<file path="src/include/stream_settings.svh">
`ifndef STREAM_SETTINGS_SVH
`define STREAM_SETTINGS_SVH

// width of one stream element in bits.
`define STREAM_ELEM_WIDTH 8

// elements carried side by side in one beat.
`define STREAM_NUM_ELEMENTS 4

// filtered branches behind the fork; also the drop-mask width.
`define STREAM_NUM_BRANCHES 2

`endif

</file>
<file path="src/hdl/stream_pkg.sv">
`default_nettype none

`include "stream_settings.svh"

package stream_pkg;

    // one byte lane of a beat.
    typedef logic [`STREAM_ELEM_WIDTH-1:0] elem_t;

    // bit i set means the packet is discarded on branch i.
    typedef logic [`STREAM_NUM_BRANCHES-1:0] drop_mask_t;

    // index of a single branch.
    typedef logic [0:0] branch_id_t;

endpackage

`default_nettype wire

</file>
<file path="src/hdl/ndata_if.sv">
`timescale 1ns/100ps
`default_nettype none

// one beat of NUM_ELEMENTS lanes with per-lane keep and a packet end flag.
interface ndata_if #(
    parameter type data_t       = logic [7:0],
    parameter int  NUM_ELEMENTS = 4
);

    data_t [NUM_ELEMENTS-1:0] data;
    logic  [NUM_ELEMENTS-1:0] keep;
    logic                     last;
    logic                     valid;
    logic                     ready;

    // driving side.
    modport src (
        output data,
        output keep,
        output last,
        output valid,
        input  ready
    );

    // receiving side.
    modport snk (
        input  data,
        input  keep,
        input  last,
        input  valid,
        output ready
    );

endinterface

`default_nettype wire

</file>
<file path="src/hdl/stream_fork.sv">
`timescale 1ns/100ps
`default_nettype none

module stream_fork (
    input  wire logic                   clk,
    input  wire logic                   rst_n,
    ndata_if.snk                        in,
    ndata_if.src                        out0,
    ndata_if.src                        out1,
    input  wire stream_pkg::drop_mask_t drop_mask,
    input  wire logic                   drop_mask_valid,
    output logic                        drop_mask_ready,
    output stream_pkg::drop_mask_t      mask_data,
    output logic [1:0]                  mask_valid,
    input  wire logic [1:0]             mask_ready
);

    // beat payload goes to both branches unchanged.
    assign out0.data = in.data;
    assign out0.keep = in.keep;
    assign out0.last = in.last;
    assign out1.data = in.data;
    assign out1.keep = in.keep;
    assign out1.last = in.last;

    // each branch only sees valid once the other side can take it too.
    assign out0.valid = in.valid && out1.ready;
    assign out1.valid = in.valid && out0.ready;
    assign in.ready   = out0.ready && out1.ready;

    // same rule for the mask stream.
    assign mask_data       = drop_mask;
    assign mask_valid[0]   = drop_mask_valid && mask_ready[1];
    assign mask_valid[1]   = drop_mask_valid && mask_ready[0];
    assign drop_mask_ready = &mask_ready;

    // a stalled input beat keeps its payload while it is still offered.
    assert property (@(posedge clk) disable iff (!rst_n)
        (in.valid && !in.ready) |=>
            (!in.valid || ($stable(in.data) && $stable(in.keep) && $stable(in.last))))
        else $error("input beat changed while waiting for both branches");

    // a stalled mask stays offered and unchanged until both branches take it.
    assert property (@(posedge clk) disable iff (!rst_n)
        (drop_mask_valid && !drop_mask_ready) |=> (drop_mask_valid && $stable(drop_mask)))
        else $error("drop mask changed while waiting for both branches");

endmodule

`default_nettype wire

</file>
<file path="src/hdl/data_sink.sv">
`timescale 1ns/100ps
`default_nettype none

module data_sink #(
    parameter int ID = 0
) (
    input  wire logic                   clk,
    input  wire logic                   rst_n,
    input  wire stream_pkg::drop_mask_t mask_data,
    input  wire logic                   mask_valid,
    output logic                        mask_ready,
    ndata_if.snk                        in,
    ndata_if.src                        out
);

    // drop decision for the packet in flight.
    logic drop_bit;
    // a mask is held for the current packet.
    logic held;

    logic mask_xfer;
    logic last_xfer;

    assign mask_xfer = mask_valid && mask_ready;
    assign last_xfer = in.valid && in.ready && in.last;

    // a new mask may replace the old one on the last beat of its packet.
    assign mask_ready = !held || last_xfer;

    always_ff @(posedge clk) begin
        if (!rst_n) begin
            held <= 1'b0;
        end else if (mask_xfer) begin
            held <= 1'b1;
        end else if (last_xfer) begin
            held <= 1'b0;
        end
    end

    always_ff @(posedge clk) begin
        if (mask_xfer) begin
            drop_bit <= mask_data[ID];
        end
    end

    // dropped beats are swallowed one per cycle, whatever the output does.
    assign in.ready  = held && (drop_bit || out.ready);

    assign out.valid = in.valid && held && !drop_bit;
    assign out.data  = in.data;
    assign out.keep  = in.keep;
    assign out.last  = in.last;

    // the drop decision stays fixed from the mask until the last beat.
    assert property (@(posedge clk) disable iff (!rst_n)
        (held && !last_xfer) |=> (held && $stable(drop_bit)))
        else $error("branch %0d lost its drop decision inside a packet", ID);

endmodule

`default_nettype wire

</file>
<file path="src/hdl/ndata_skid_buffer.sv">
`timescale 1ns/100ps
`default_nettype none

module ndata_skid_buffer #(
    parameter type data_t       = logic [7:0],
    parameter int  NUM_ELEMENTS = 4
) (
    input  wire logic clk,
    input  wire logic rst_n,
    ndata_if.snk      in,
    ndata_if.src      out
);

    // main register feeds the output.
    data_t [NUM_ELEMENTS-1:0] main_data;
    logic  [NUM_ELEMENTS-1:0] main_keep;
    logic                     main_last;
    logic                     main_valid;

    // skid register catches the beat accepted while the output stalls.
    data_t [NUM_ELEMENTS-1:0] skid_data;
    logic  [NUM_ELEMENTS-1:0] skid_keep;
    logic                     skid_last;
    logic                     skid_valid;

    logic in_ready_q;
    logic in_xfer;
    logic out_xfer;

    logic main_load_in;
    logic main_load_skid;
    logic skid_load;
    logic main_valid_d;
    logic skid_valid_d;

    assign in_xfer  = in.valid && in_ready_q;
    assign out_xfer = main_valid && out.ready;

    always_comb begin
        main_load_in   = 1'b0;
        main_load_skid = 1'b0;
        skid_load      = 1'b0;
        main_valid_d   = main_valid;
        skid_valid_d   = skid_valid;
        if (!main_valid || out_xfer) begin
            // main is free next cycle; skid content goes first.
            if (skid_valid) begin
                main_load_skid = 1'b1;
                main_valid_d   = 1'b1;
                skid_valid_d   = 1'b0;
            end else begin
                main_load_in = in_xfer;
                main_valid_d = in_xfer;
            end
        end else if (in_xfer) begin
            skid_load    = 1'b1;
            skid_valid_d = 1'b1;
        end
    end

    always_ff @(posedge clk) begin
        if (!rst_n) begin
            main_valid <= 1'b0;
            skid_valid <= 1'b0;
            in_ready_q <= 1'b1;
        end else begin
            main_valid <= main_valid_d;
            skid_valid <= skid_valid_d;
            in_ready_q <= !skid_valid_d;
        end
    end

    always_ff @(posedge clk) begin
        if (main_load_skid) begin
            main_data <= skid_data;
            main_keep <= skid_keep;
            main_last <= skid_last;
        end else if (main_load_in) begin
            main_data <= in.data;
            main_keep <= in.keep;
            main_last <= in.last;
        end
        if (skid_load) begin
            skid_data <= in.data;
            skid_keep <= in.keep;
            skid_last <= in.last;
        end
    end

    assign in.ready  = in_ready_q;
    assign out.valid = main_valid;
    assign out.data  = main_data;
    assign out.keep  = main_keep;
    assign out.last  = main_last;

    // a stalled beat stays put until taken.
    assert property (@(posedge clk) disable iff (!rst_n)
        (out.valid && !out.ready) |=>
            (out.valid && $stable(out.data) && $stable(out.keep) && $stable(out.last)))
        else $error("skid buffer output changed while stalled");

endmodule

`default_nettype wire

</file>
<file path="src/hdl/packet_merge.sv">
`timescale 1ns/100ps
`default_nettype none

`include "stream_settings.svh"

module packet_merge (
    input  wire logic                                         clk,
    input  wire logic                                         rst_n,
    ndata_if.snk                                              in0,
    ndata_if.snk                                              in1,
    output logic [`STREAM_NUM_ELEMENTS*`STREAM_ELEM_WIDTH-1:0] out_data,
    output logic [`STREAM_NUM_ELEMENTS-1:0]                   out_keep,
    output logic                                              out_last,
    output logic                                              out_valid,
    input  wire logic                                         out_ready,
    output stream_pkg::branch_id_t                            out_branch
);

    import stream_pkg::*;

    logic       locked;
    branch_id_t lock_sel;
    // branch tried first when unlocked.
    branch_id_t pref;
    branch_id_t sel;
    logic [1:0] in_valid;
    logic       last_xfer;

    assign in_valid = {in1.valid, in0.valid};

    // unlocked: preferred branch if it has a beat, else the other one.
    always_comb begin
        if (locked) begin
            sel = lock_sel;
        end else if (in_valid[pref]) begin
            sel = pref;
        end else begin
            sel = ~pref;
        end
    end

    assign out_valid  = in_valid[sel];
    assign out_data   = (sel == 1'b1) ? in1.data : in0.data;
    assign out_keep   = (sel == 1'b1) ? in1.keep : in0.keep;
    assign out_last   = (sel == 1'b1) ? in1.last : in0.last;
    assign out_branch = sel;

    assign in0.ready = out_ready && (sel == 1'b0);
    assign in1.ready = out_ready && (sel == 1'b1);

    assign last_xfer = out_valid && out_ready && out_last;

    // hold the grant from the first presented beat until the packet ends.
    always_ff @(posedge clk) begin
        if (!rst_n) begin
            locked   <= 1'b0;
            lock_sel <= '0;
            pref     <= '0;
        end else if (last_xfer) begin
            locked <= 1'b0;
            pref   <= ~sel;
        end else if (out_valid) begin
            locked   <= 1'b1;
            lock_sel <= sel;
        end
    end

    // packets from the two branches never interleave on the output.
    assert property (@(posedge clk) disable iff (!rst_n)
        (out_valid && !last_xfer) |=> (out_branch == $past(out_branch)))
        else $error("output branch changed inside a packet");

endmodule

`default_nettype wire

</file>
<file path="src/hdl/filter_top.sv">
`timescale 1ns/100ps
`default_nettype none

`include "stream_settings.svh"

module filter_top (
    input  wire logic                                         clk,
    input  wire logic                                         rst_n,
    input  wire logic [`STREAM_NUM_ELEMENTS*`STREAM_ELEM_WIDTH-1:0] in_data,
    input  wire logic [`STREAM_NUM_ELEMENTS-1:0]              in_keep,
    input  wire logic                                         in_last,
    input  wire logic                                         in_valid,
    output logic                                              in_ready,
    input  wire stream_pkg::drop_mask_t                       drop_mask,
    input  wire logic                                         drop_mask_valid,
    output logic                                              drop_mask_ready,
    output logic [`STREAM_NUM_ELEMENTS*`STREAM_ELEM_WIDTH-1:0] out_data,
    output logic [`STREAM_NUM_ELEMENTS-1:0]                   out_keep,
    output logic                                              out_last,
    output logic                                              out_valid,
    output stream_pkg::branch_id_t                            out_branch,
    input  wire logic                                         out_ready
);

    import stream_pkg::*;

    ndata_if #(.data_t(elem_t), .NUM_ELEMENTS(`STREAM_NUM_ELEMENTS)) fork_in ();
    ndata_if #(.data_t(elem_t), .NUM_ELEMENTS(`STREAM_NUM_ELEMENTS))
        br_in [`STREAM_NUM_BRANCHES] ();
    ndata_if #(.data_t(elem_t), .NUM_ELEMENTS(`STREAM_NUM_ELEMENTS))
        br_pass [`STREAM_NUM_BRANCHES] ();
    ndata_if #(.data_t(elem_t), .NUM_ELEMENTS(`STREAM_NUM_ELEMENTS))
        br_buf [`STREAM_NUM_BRANCHES] ();

    drop_mask_t                       mask_data;
    logic [`STREAM_NUM_BRANCHES-1:0] mask_valid;
    logic [`STREAM_NUM_BRANCHES-1:0] mask_ready;

    // flat input ports onto the beat bundle.
    assign fork_in.data  = in_data;
    assign fork_in.keep  = in_keep;
    assign fork_in.last  = in_last;
    assign fork_in.valid = in_valid;
    assign in_ready      = fork_in.ready;

    stream_fork u_fork (
        .clk             (clk),
        .rst_n           (rst_n),
        .in              (fork_in),
        .out0            (br_in[0]),
        .out1            (br_in[1]),
        .drop_mask       (drop_mask),
        .drop_mask_valid (drop_mask_valid),
        .drop_mask_ready (drop_mask_ready),
        .mask_data       (mask_data),
        .mask_valid      (mask_valid),
        .mask_ready      (mask_ready)
    );

    // per branch: filter, then a skid stage.
    for (genvar i = 0; i < `STREAM_NUM_BRANCHES; i++) begin : g_branch
        data_sink #(.ID(i)) u_sink (
            .clk        (clk),
            .rst_n      (rst_n),
            .mask_data  (mask_data),
            .mask_valid (mask_valid[i]),
            .mask_ready (mask_ready[i]),
            .in         (br_in[i]),
            .out        (br_pass[i])
        );

        ndata_skid_buffer #(
            .data_t       (elem_t),
            .NUM_ELEMENTS (`STREAM_NUM_ELEMENTS)
        ) u_skid (
            .clk   (clk),
            .rst_n (rst_n),
            .in    (br_pass[i]),
            .out   (br_buf[i])
        );
    end

    packet_merge u_merge (
        .clk        (clk),
        .rst_n      (rst_n),
        .in0        (br_buf[0]),
        .in1        (br_buf[1]),
        .out_data   (out_data),
        .out_keep   (out_keep),
        .out_last   (out_last),
        .out_valid  (out_valid),
        .out_ready  (out_ready),
        .out_branch (out_branch)
    );

endmodule

`default_nettype wire

</file>
<file path="config.mk">
export PLATFORM = sky130hd
export DESIGN_NAME = filter_top
export DESIGN_NICKNAME = d
export VERILOG_FILES = /design/src/hdl/stream_pkg.sv /design/src/hdl/ndata_if.sv /design/src/hdl/stream_fork.sv /design/src/hdl/data_sink.sv /design/src/hdl/ndata_skid_buffer.sv /design/src/hdl/packet_merge.sv /design/src/hdl/filter_top.sv
export VERILOG_INCLUDE_DIRS = /design/src /design/src/include
export SDC_FILE = /design/constraint.sdc
export NUM_CORES = 1
export LEC_CHECK = 0
export BUFFER_PORTS_ARGS = -buffer_cell sky130_fd_sc_hd__buf_2
export CAP_MARGIN = 20
export CORE_ASPECT_RATIO = 0.5
export CORE_MARGIN = 5
export CORE_UTILIZATION = 52
export DETAILED_ROUTE_END_ITERATION = 8
export GPL_TIMING_DRIVEN = 0
export PLACE_DENSITY = 0.77
export SLEW_MARGIN = 15
export SYNTH_ARGS = -nofsm -noshare
export SYNTH_HDL_FRONTEND = slang
export SYNTH_SLANG_ARGS = --single-unit
</file>
<file path="constraint.sdc">
create_clock -name clk -period 3.7 [get_ports clk]
set_input_delay 0.74 -clock clk [delete_from_list [all_inputs] [get_ports clk]]
set_output_delay 0.74 -clock clk [all_outputs]
set_load 0.05 [all_outputs]
</file>
* Word level (Yosys, flattened, before mapping)
Cells that the tools add are included.
Word-level totals: register bits 161, bits in latches 0, bits in writable memories 0, bits in read-only memories 0, bits of input ports 44, logic and storage cells 132, memories kept 0
Cells by class: add/sub/neg operators 0, $mul 0, divide/modulo/power cells 0, $lt $le $gt $ge 2, equality and inequality tests 0, shift-type cells 0, muxes and demuxes 43, bitwise logic cells 4, reduce and logical (&&, ||, !) cells 46
Operators with widths (number):
- $mux W32 | 5
- $mux W1 | 33
- $logic_and A1 B1 Y1 | 25
- $mux W4 | 5
- $logic_not A1 Y1 | 8
- $reduce_bool A2 Y1 | 4
- $logic_or A1 B1 Y1 | 6
- $lt A1 B2 Y1 const B | 2
- $not A1 Y1 | 4
- $reduce_and A2 Y1 | 2
- $reduce_or A2 Y1 | 1

* Logic depth before layout (Yosys ltp)
depth in word-level cells 11, depth in mapped cells 6

* Modules after synthesis
A second synthesis with hierarchy kept.
Unflattened totals: cells, all modules 497, area, all modules 7933.9 sq um
By module, submodules not included:
- ndata_skid_buffer | instances 2, cells each 127, area an instance 2944.1 sq um
- data_sink | instances 2, cells each 47, area an instance 381.6 sq um
- packet_merge | instances 1, cells each 67, area an instance 674.4 sq um
- stream_fork | instances 1, cells each 82, area an instance 608.1 sq um

* Worst setup path before layout
OpenSTA, ideal clock, no wires.
kind input port to flip-flop, start point input out_ready, end point register g_branch[1].u_skid.skid_data[0] (netlist name), enable pin, library setup time 477 ps, arrival time 3483 ps, data required time 3223 ps, path slack -260 ps, cell stages on the path 3, buffers on the path 0, path through inv_1 > o31ai_1 > nor3_1
Between the ends: word-level cells in the longest chain between the ends 4
RTL lines:
- from (decl) | line filter_top.sv:22 | input wire logic out_ready
- $logic_and A1 B1 Y1 | line packet_merge.sv:49 | assign in1.ready = out_ready && (sel == 1'b1);
- $logic_and A1 B1 Y1 | line ndata_skid_buffer.sv:37 | assign out_xfer = main_valid && out.ready;
- $logic_or A1 B1 Y1 | line ndata_skid_buffer.sv:45 | if (!main_valid || out_xfer) begin
- $mux W1 | line ndata_skid_buffer.sv:45
- net g_branch[1].u_skid.skid_load | line ndata_skid_buffer.sv:32 | logic skid_load;
- to (signal assigned) | line ndata_skid_buffer.sv:84 | skid_data <= in.data;
- to (decl) | line ndata_skid_buffer.sv:21 | data_t [NUM_ELEMENTS-1:0] skid_data;
The timed path passes the listed nets, and every way through them passes these cells. A chain may end at the register's enable or synchronous reset.

* Worst setup path after layout
start point register g_branch[0].u_skid.main_valid, end point output out_data[15]
Between the ends: word-level cells in the longest chain between the ends 5
RTL lines:
- from (decl) | line ndata_skid_buffer.sv:18 | logic main_valid;
- from (signal assigned) | line ndata_skid_buffer.sv:67 | main_valid <= main_valid_d;
- $mux W1 (implied by the code) (2 in series) | line packet_merge.sv:35 | end else if (in_valid[pref]) begin
- $mux W1 | line packet_merge.sv:35
- $mux W1 | line packet_merge.sv:33 | if (locked) begin
- $mux W32 | line packet_merge.sv:43 | assign out_data = (sel == 1'b1) ? in1.data : in0.data;
- to (decl) | line filter_top.sv:17 | output logic [`STREAM_NUM_ELEMENTS*`STREAM_ELEM_WIDTH-1:0] out_data,
No other way between the ends. The select of a mux whose other input is x is not followed.

==> results.md <==
GRT:
- Summed over all layers, the global routing overflow is 0.
- The number of antenna violations at the first check in global routing is 0.
- Across every metal layer, demand over resource in global routing totals 17.41%.
- The global-route wire length before repair is 19,620 µm.
- Entering global routing, the biggest net connects 25 pins.
- The via count of the first global-routing pass is 3,710.

Finish:
- At the end of the flow the core is filled with cells to 65.77%.
- The number of antenna diodes in the final layout is 0.
- The area of the multi-input gates is around 1700 µm².
- The count of fill cells added during filler insertion is 817.
- Excluding fillers, the count of instances in the completed layout stands at roughly 640.
- Compared with the post-synthesis result, the final layout area differs by 21.24%.
- The share of layout cells above drive strength 1 is 52.10%.
- The final net count is 507.
- The storage element area is 4725 µm².

Place:
- The number of placed instances with taps included is a little over 600.
- The detailed-placement wirelength estimate is 8247 µm.
- At the end of routability-driven placement, the weighted congestion stood at 0.7546.
- The port buffer count is 84.

Synth:
- Sorting the synthesized cells by how often they occur yields edfxtp_1 (150), mux2_2 (109), dfxtp_1 (11).
- In the post-synthesis netlist, the biggest area contributors are edfxtp_1 (69%), mux2_2 (19%), dfxtp_1 (3.4%), buf_6 (0.52%), buf_2 (0.46%).
- The count of flip-flops with a built-in enable after synthesis is 150.
- The cell taking the most area after synthesis is edfxtp_1.
- For this run, the leading register cell type out of synthesis is edfxtp_1.
- Counting every net in the synthesized netlist gives 398.
- Synthesis instantiated 37 different standard cells from the library.
- The gate count after technology mapping is ~350.
- The share of Yosys cell area claimed by the top area cell type is 68.90%.
- The mapped netlist covers 6538 µm².
- Of the synthesized area, sequential elements account for slightly above 70%.
- The mean instance size in the synthesized netlist is 18.47 µm².
- For this run, the number of Yosys warnings is 0.
- The most common cell in the synthesized netlist is edfxtp_1.
- The post-synthesis async set-or-reset flop share is 0%.
- Counting flops and latches in the post-synthesis netlist gives ~160.

Worst hold path:
- The class of the tightest hold or removal check is input port to flop.
- In this run the most critical hold path is launched from drop_mask[0].
- The worst hold path terminates at g_branch[0].u_sink.drop_bit$_DFFE_PP_.
- The number of instances on the worst hold path is 1.

STA:
- The clock skew is 0.007042 ns.
- The final-report hold violation count came to 0.
- Setup repair after global routing left no endpoint under its margin.
- At the pin with the least slew margin, the transition time is 0.8585 ns.
- The number of max-slew violations in the final report is 0.
- Setup violations remaining at the end of the flow were counted as 0.
- Derived from the worst setup path, the maximum achievable clock frequency is 306.2 MHz.
- The ratio of final minimum period to clock period is 88.27%.
- The clock period could shrink to roughly 3.3 ns.
- Setup total negative slack on the finished layout was measured at 0 ns.
- The worst slew margin relative to its limit is a little over two fifths.

Floorplanning:
- The horizontal extent of the die is around 170 µm.
- After floorplanning, the core was sized to cover 12,050 µm².
- The vertical extent of the die is approximately 90 µm.
- The area of the die is 15,050 µm².
- The starting density of the core is 54.25%.
- After floorplanning, the core was divided into 28 placement rows.
- Pin placement for this block handled 85 I/O pins.

Clocking:
- The clock latency at the later pin of the worst-skew pair is 0.41 ns.
- Post-CTS repair changed the size of 0 cells.
- The clock tree root driver cell is clkbuf_16.
- Hold repair after CTS inserted 0 buffers.
- Clock-pin slew was measured on the worst setup and hold paths at roughly 0.060 ns.
- For this design, the sink count on the clock tree is between 150 and 200.
- No sink is reached through more buffers than the 2 on the longest clock path.
- The CTS tree is built.
- In this run, CTS created clock tree buffers numbering 17.
- The count of H-tree levels built during CTS is 4.
- Post-CTS timing repair inserted 0 buffers for setup.

Drt:
- After detailed routing, the average wire length per cell comes to 19.44 µm.
- The first routing iteration left 134 violations.
- The residual DRC count is 0.
- The number of iterations in the first detailed-routing pass is 4.
- The number of nets with antenna violations after routing is 0.
- The routed layout has 3,460 vias.
- The total length of routed wires is around 12,000 µm.
- The number of vias per cell is 5.398.

Power:
- The power density normalized to cell area is just over 500 nW/µm².
- The leakage power summed over all cells is 2.780 nW.
- The largest voltage drop on the vdd net is 0.3657 mV.

Worst setup path:
- The cell depth of the worst flop-to-flop path is 5.
- The reg-to-reg startpoint is g_branch[1].u_skid.out.valid$_SDFFE_PN0N_.
- The critical path is of the flop to output pin type.
- The endpoint identified for the worst register-to-register timing path is g_branch[0].u_skid.skid_data[14]$_DFFE_PP_.
- The capturing element type of the critical path is an output pin.
- The arrival time reported for the critical path endpoint is 2.53 ns.
- The biggest fanout along the worst timing path is 10.
- The required time at the endpoint of the critical path is 2.96 ns.
- The type of element launching the critical path is a flop.
- The setup check on the worst reg-to-reg path leaves a slack of 1.16 ns.

Job:
- The number of maximum-capacitance constraint violations is 0.

Status:
- The run finished with clean final reports.
==> registers in the layout, indices dropped and copies added, names as in the netlist, 8 cells and up <==
| register | count |
|---|---|
| g_branch.u_skid.out.data | 64 |
| g_branch.u_skid.out.keep | 8 |
| g_branch.u_skid.skid_data | 64 |
| g_branch.u_skid.skid_keep | 8 |
==> layer usage <==
layer	vias up	part of all wire [%]	track usage, %
met5	-	0	0
met4	0	2.0	7.437
met3	22	3.9	4.064
met2	81	50	29.73
met1	1745	44	21.95
li1	1612	-	-
==> area by class of cell <==
class / count / share of cell area, %
sequential: 161 / 59.61
multi-input combinational: 174 / 21.72
tap: 165 / 2.605
timing repair buffer: 90 / 6.819
clock inverter: 5 / 0.3788
inverter: 5 / 0.2368
clock buffer: 27 / 7.451
buffer: 14 / 1.184
==> cell families (layout without fill, tap and decap cells) <==
family / after synthesis / in the layout / synth area share, %
compound gates: 30 / 30 / 3.866
buf+inv: 19 / 141 / 1.723
flops: 161 / 161 / 72.27
mux: 112 / 112 / 19.27
simple gates: 32 / 32 / 2.871
==> cells in the final DEF, fill, tap and decap left out, types with 2 or more instances in the layout <==
| cell type | Yosys | final |
|---|---|---|
| inv_1 | 5 | 5 |
| dfxtp_1 | 11 | 11 |
| clkinv_2 | 0 | 3 |
| clkbuf_16 | 0 | 23 |
| and2_1 | 4 | 2 |
| and3_1 | 4 | 4 |
| nor3_1 | 3 | 2 |
| o31ai_1 | 4 | 4 |
| o21ai_0 | 5 | 5 |
| mux2_2 | 109 | 109 |
| buf_2 | 6 | 90 |
| edfxtp_1 | 150 | 150 |
| nand2_1 | 5 | 5 |
| nor2b_1 | 4 | 3 |
| nand3_1 | 3 | 3 |
| buf_6 | 3 | 3 |
| buf_4 | 3 | 3 |
| o21a_1 | 4 | 4 |
| mux2_1 | 2 | 2 |
| o211ai_1 | 2 | 2 |
| buf_16 | 0 | 2 |
| nor2_1 | 4 | 4 |
| nor2b_4 | 1 | 2 |
| o31a_1 | 2 | 2 |
| a21oi_1 | 4 | 4 |
| and2_2 | 0 | 2 |
| buf_8 | 0 | 3 |
| clkbuf_1 | 2 | 6 |
==> metrics by stage <==
step	hold slack [ns]	power (W)	setup slack [ns]	cell area, µm²
final	0.4992	0.004000	0.4341	7926
after global routing	0.4786	0.004125	0.2989	7926
after CTS	0.4861	0.004024	0.3872	7926
after detailed placement	0.4834	0.002263	0.8355	7306
after global placement	0.4786	0.002253	-0.8682	7169
after floorplan	0.4553	0.002187	0.4250	6543
==> worst max path at each step <==
| stage | end | startpoint | slack, ns | depth (start not counted) |
|---|---|---|---|---|
| 6_report | out_data[15] | g_branch[0].u_skid.out.valid$_SDFFE_PN0N_ | 0.43 | 7 |
| 5_1_grt | out_data[15] | g_branch[0].u_skid.out.valid$_SDFFE_PN0N_ | 0.30 | 7 |
| 4_1_cts | out_data[15] | g_branch[0].u_skid.out.valid$_SDFFE_PN0N_ | 0.39 | 7 |
| 3_5_place_dp | out_data[15] | g_branch[0].u_skid.out.valid$_SDFFE_PN0N_ | 0.84 | 7 |
| 3_3_place_gp | g_branch[0].u_skid.out.keep[1]$_DFFE_PP_ | out_ready | -0.87 | 4 |
| 2_1_floorplan | g_branch[0].u_skid.out.data[0]$_DFFE_PP_ | in_valid | 0.43 | 3 |
==> where the power goes <==
group / switching (W) / internal [W]
Sequential: 0.0000120 / 0.00200
Combinational: 0.000126 / 0.0000823
Clock: 0.000674 / 0.00110
==> worst max-delay path, cell delays in order (launching register included) <==
cell and delay [ns]:
dfxtp_1 0.32, buf_2 0.19, nor2b_1 0.19, o31a_1 0.18, buf_2 0.26, buf_2 0.34
mux2_2 0.40, buf_2 0.22
Power figures use the tool's default switching activity.
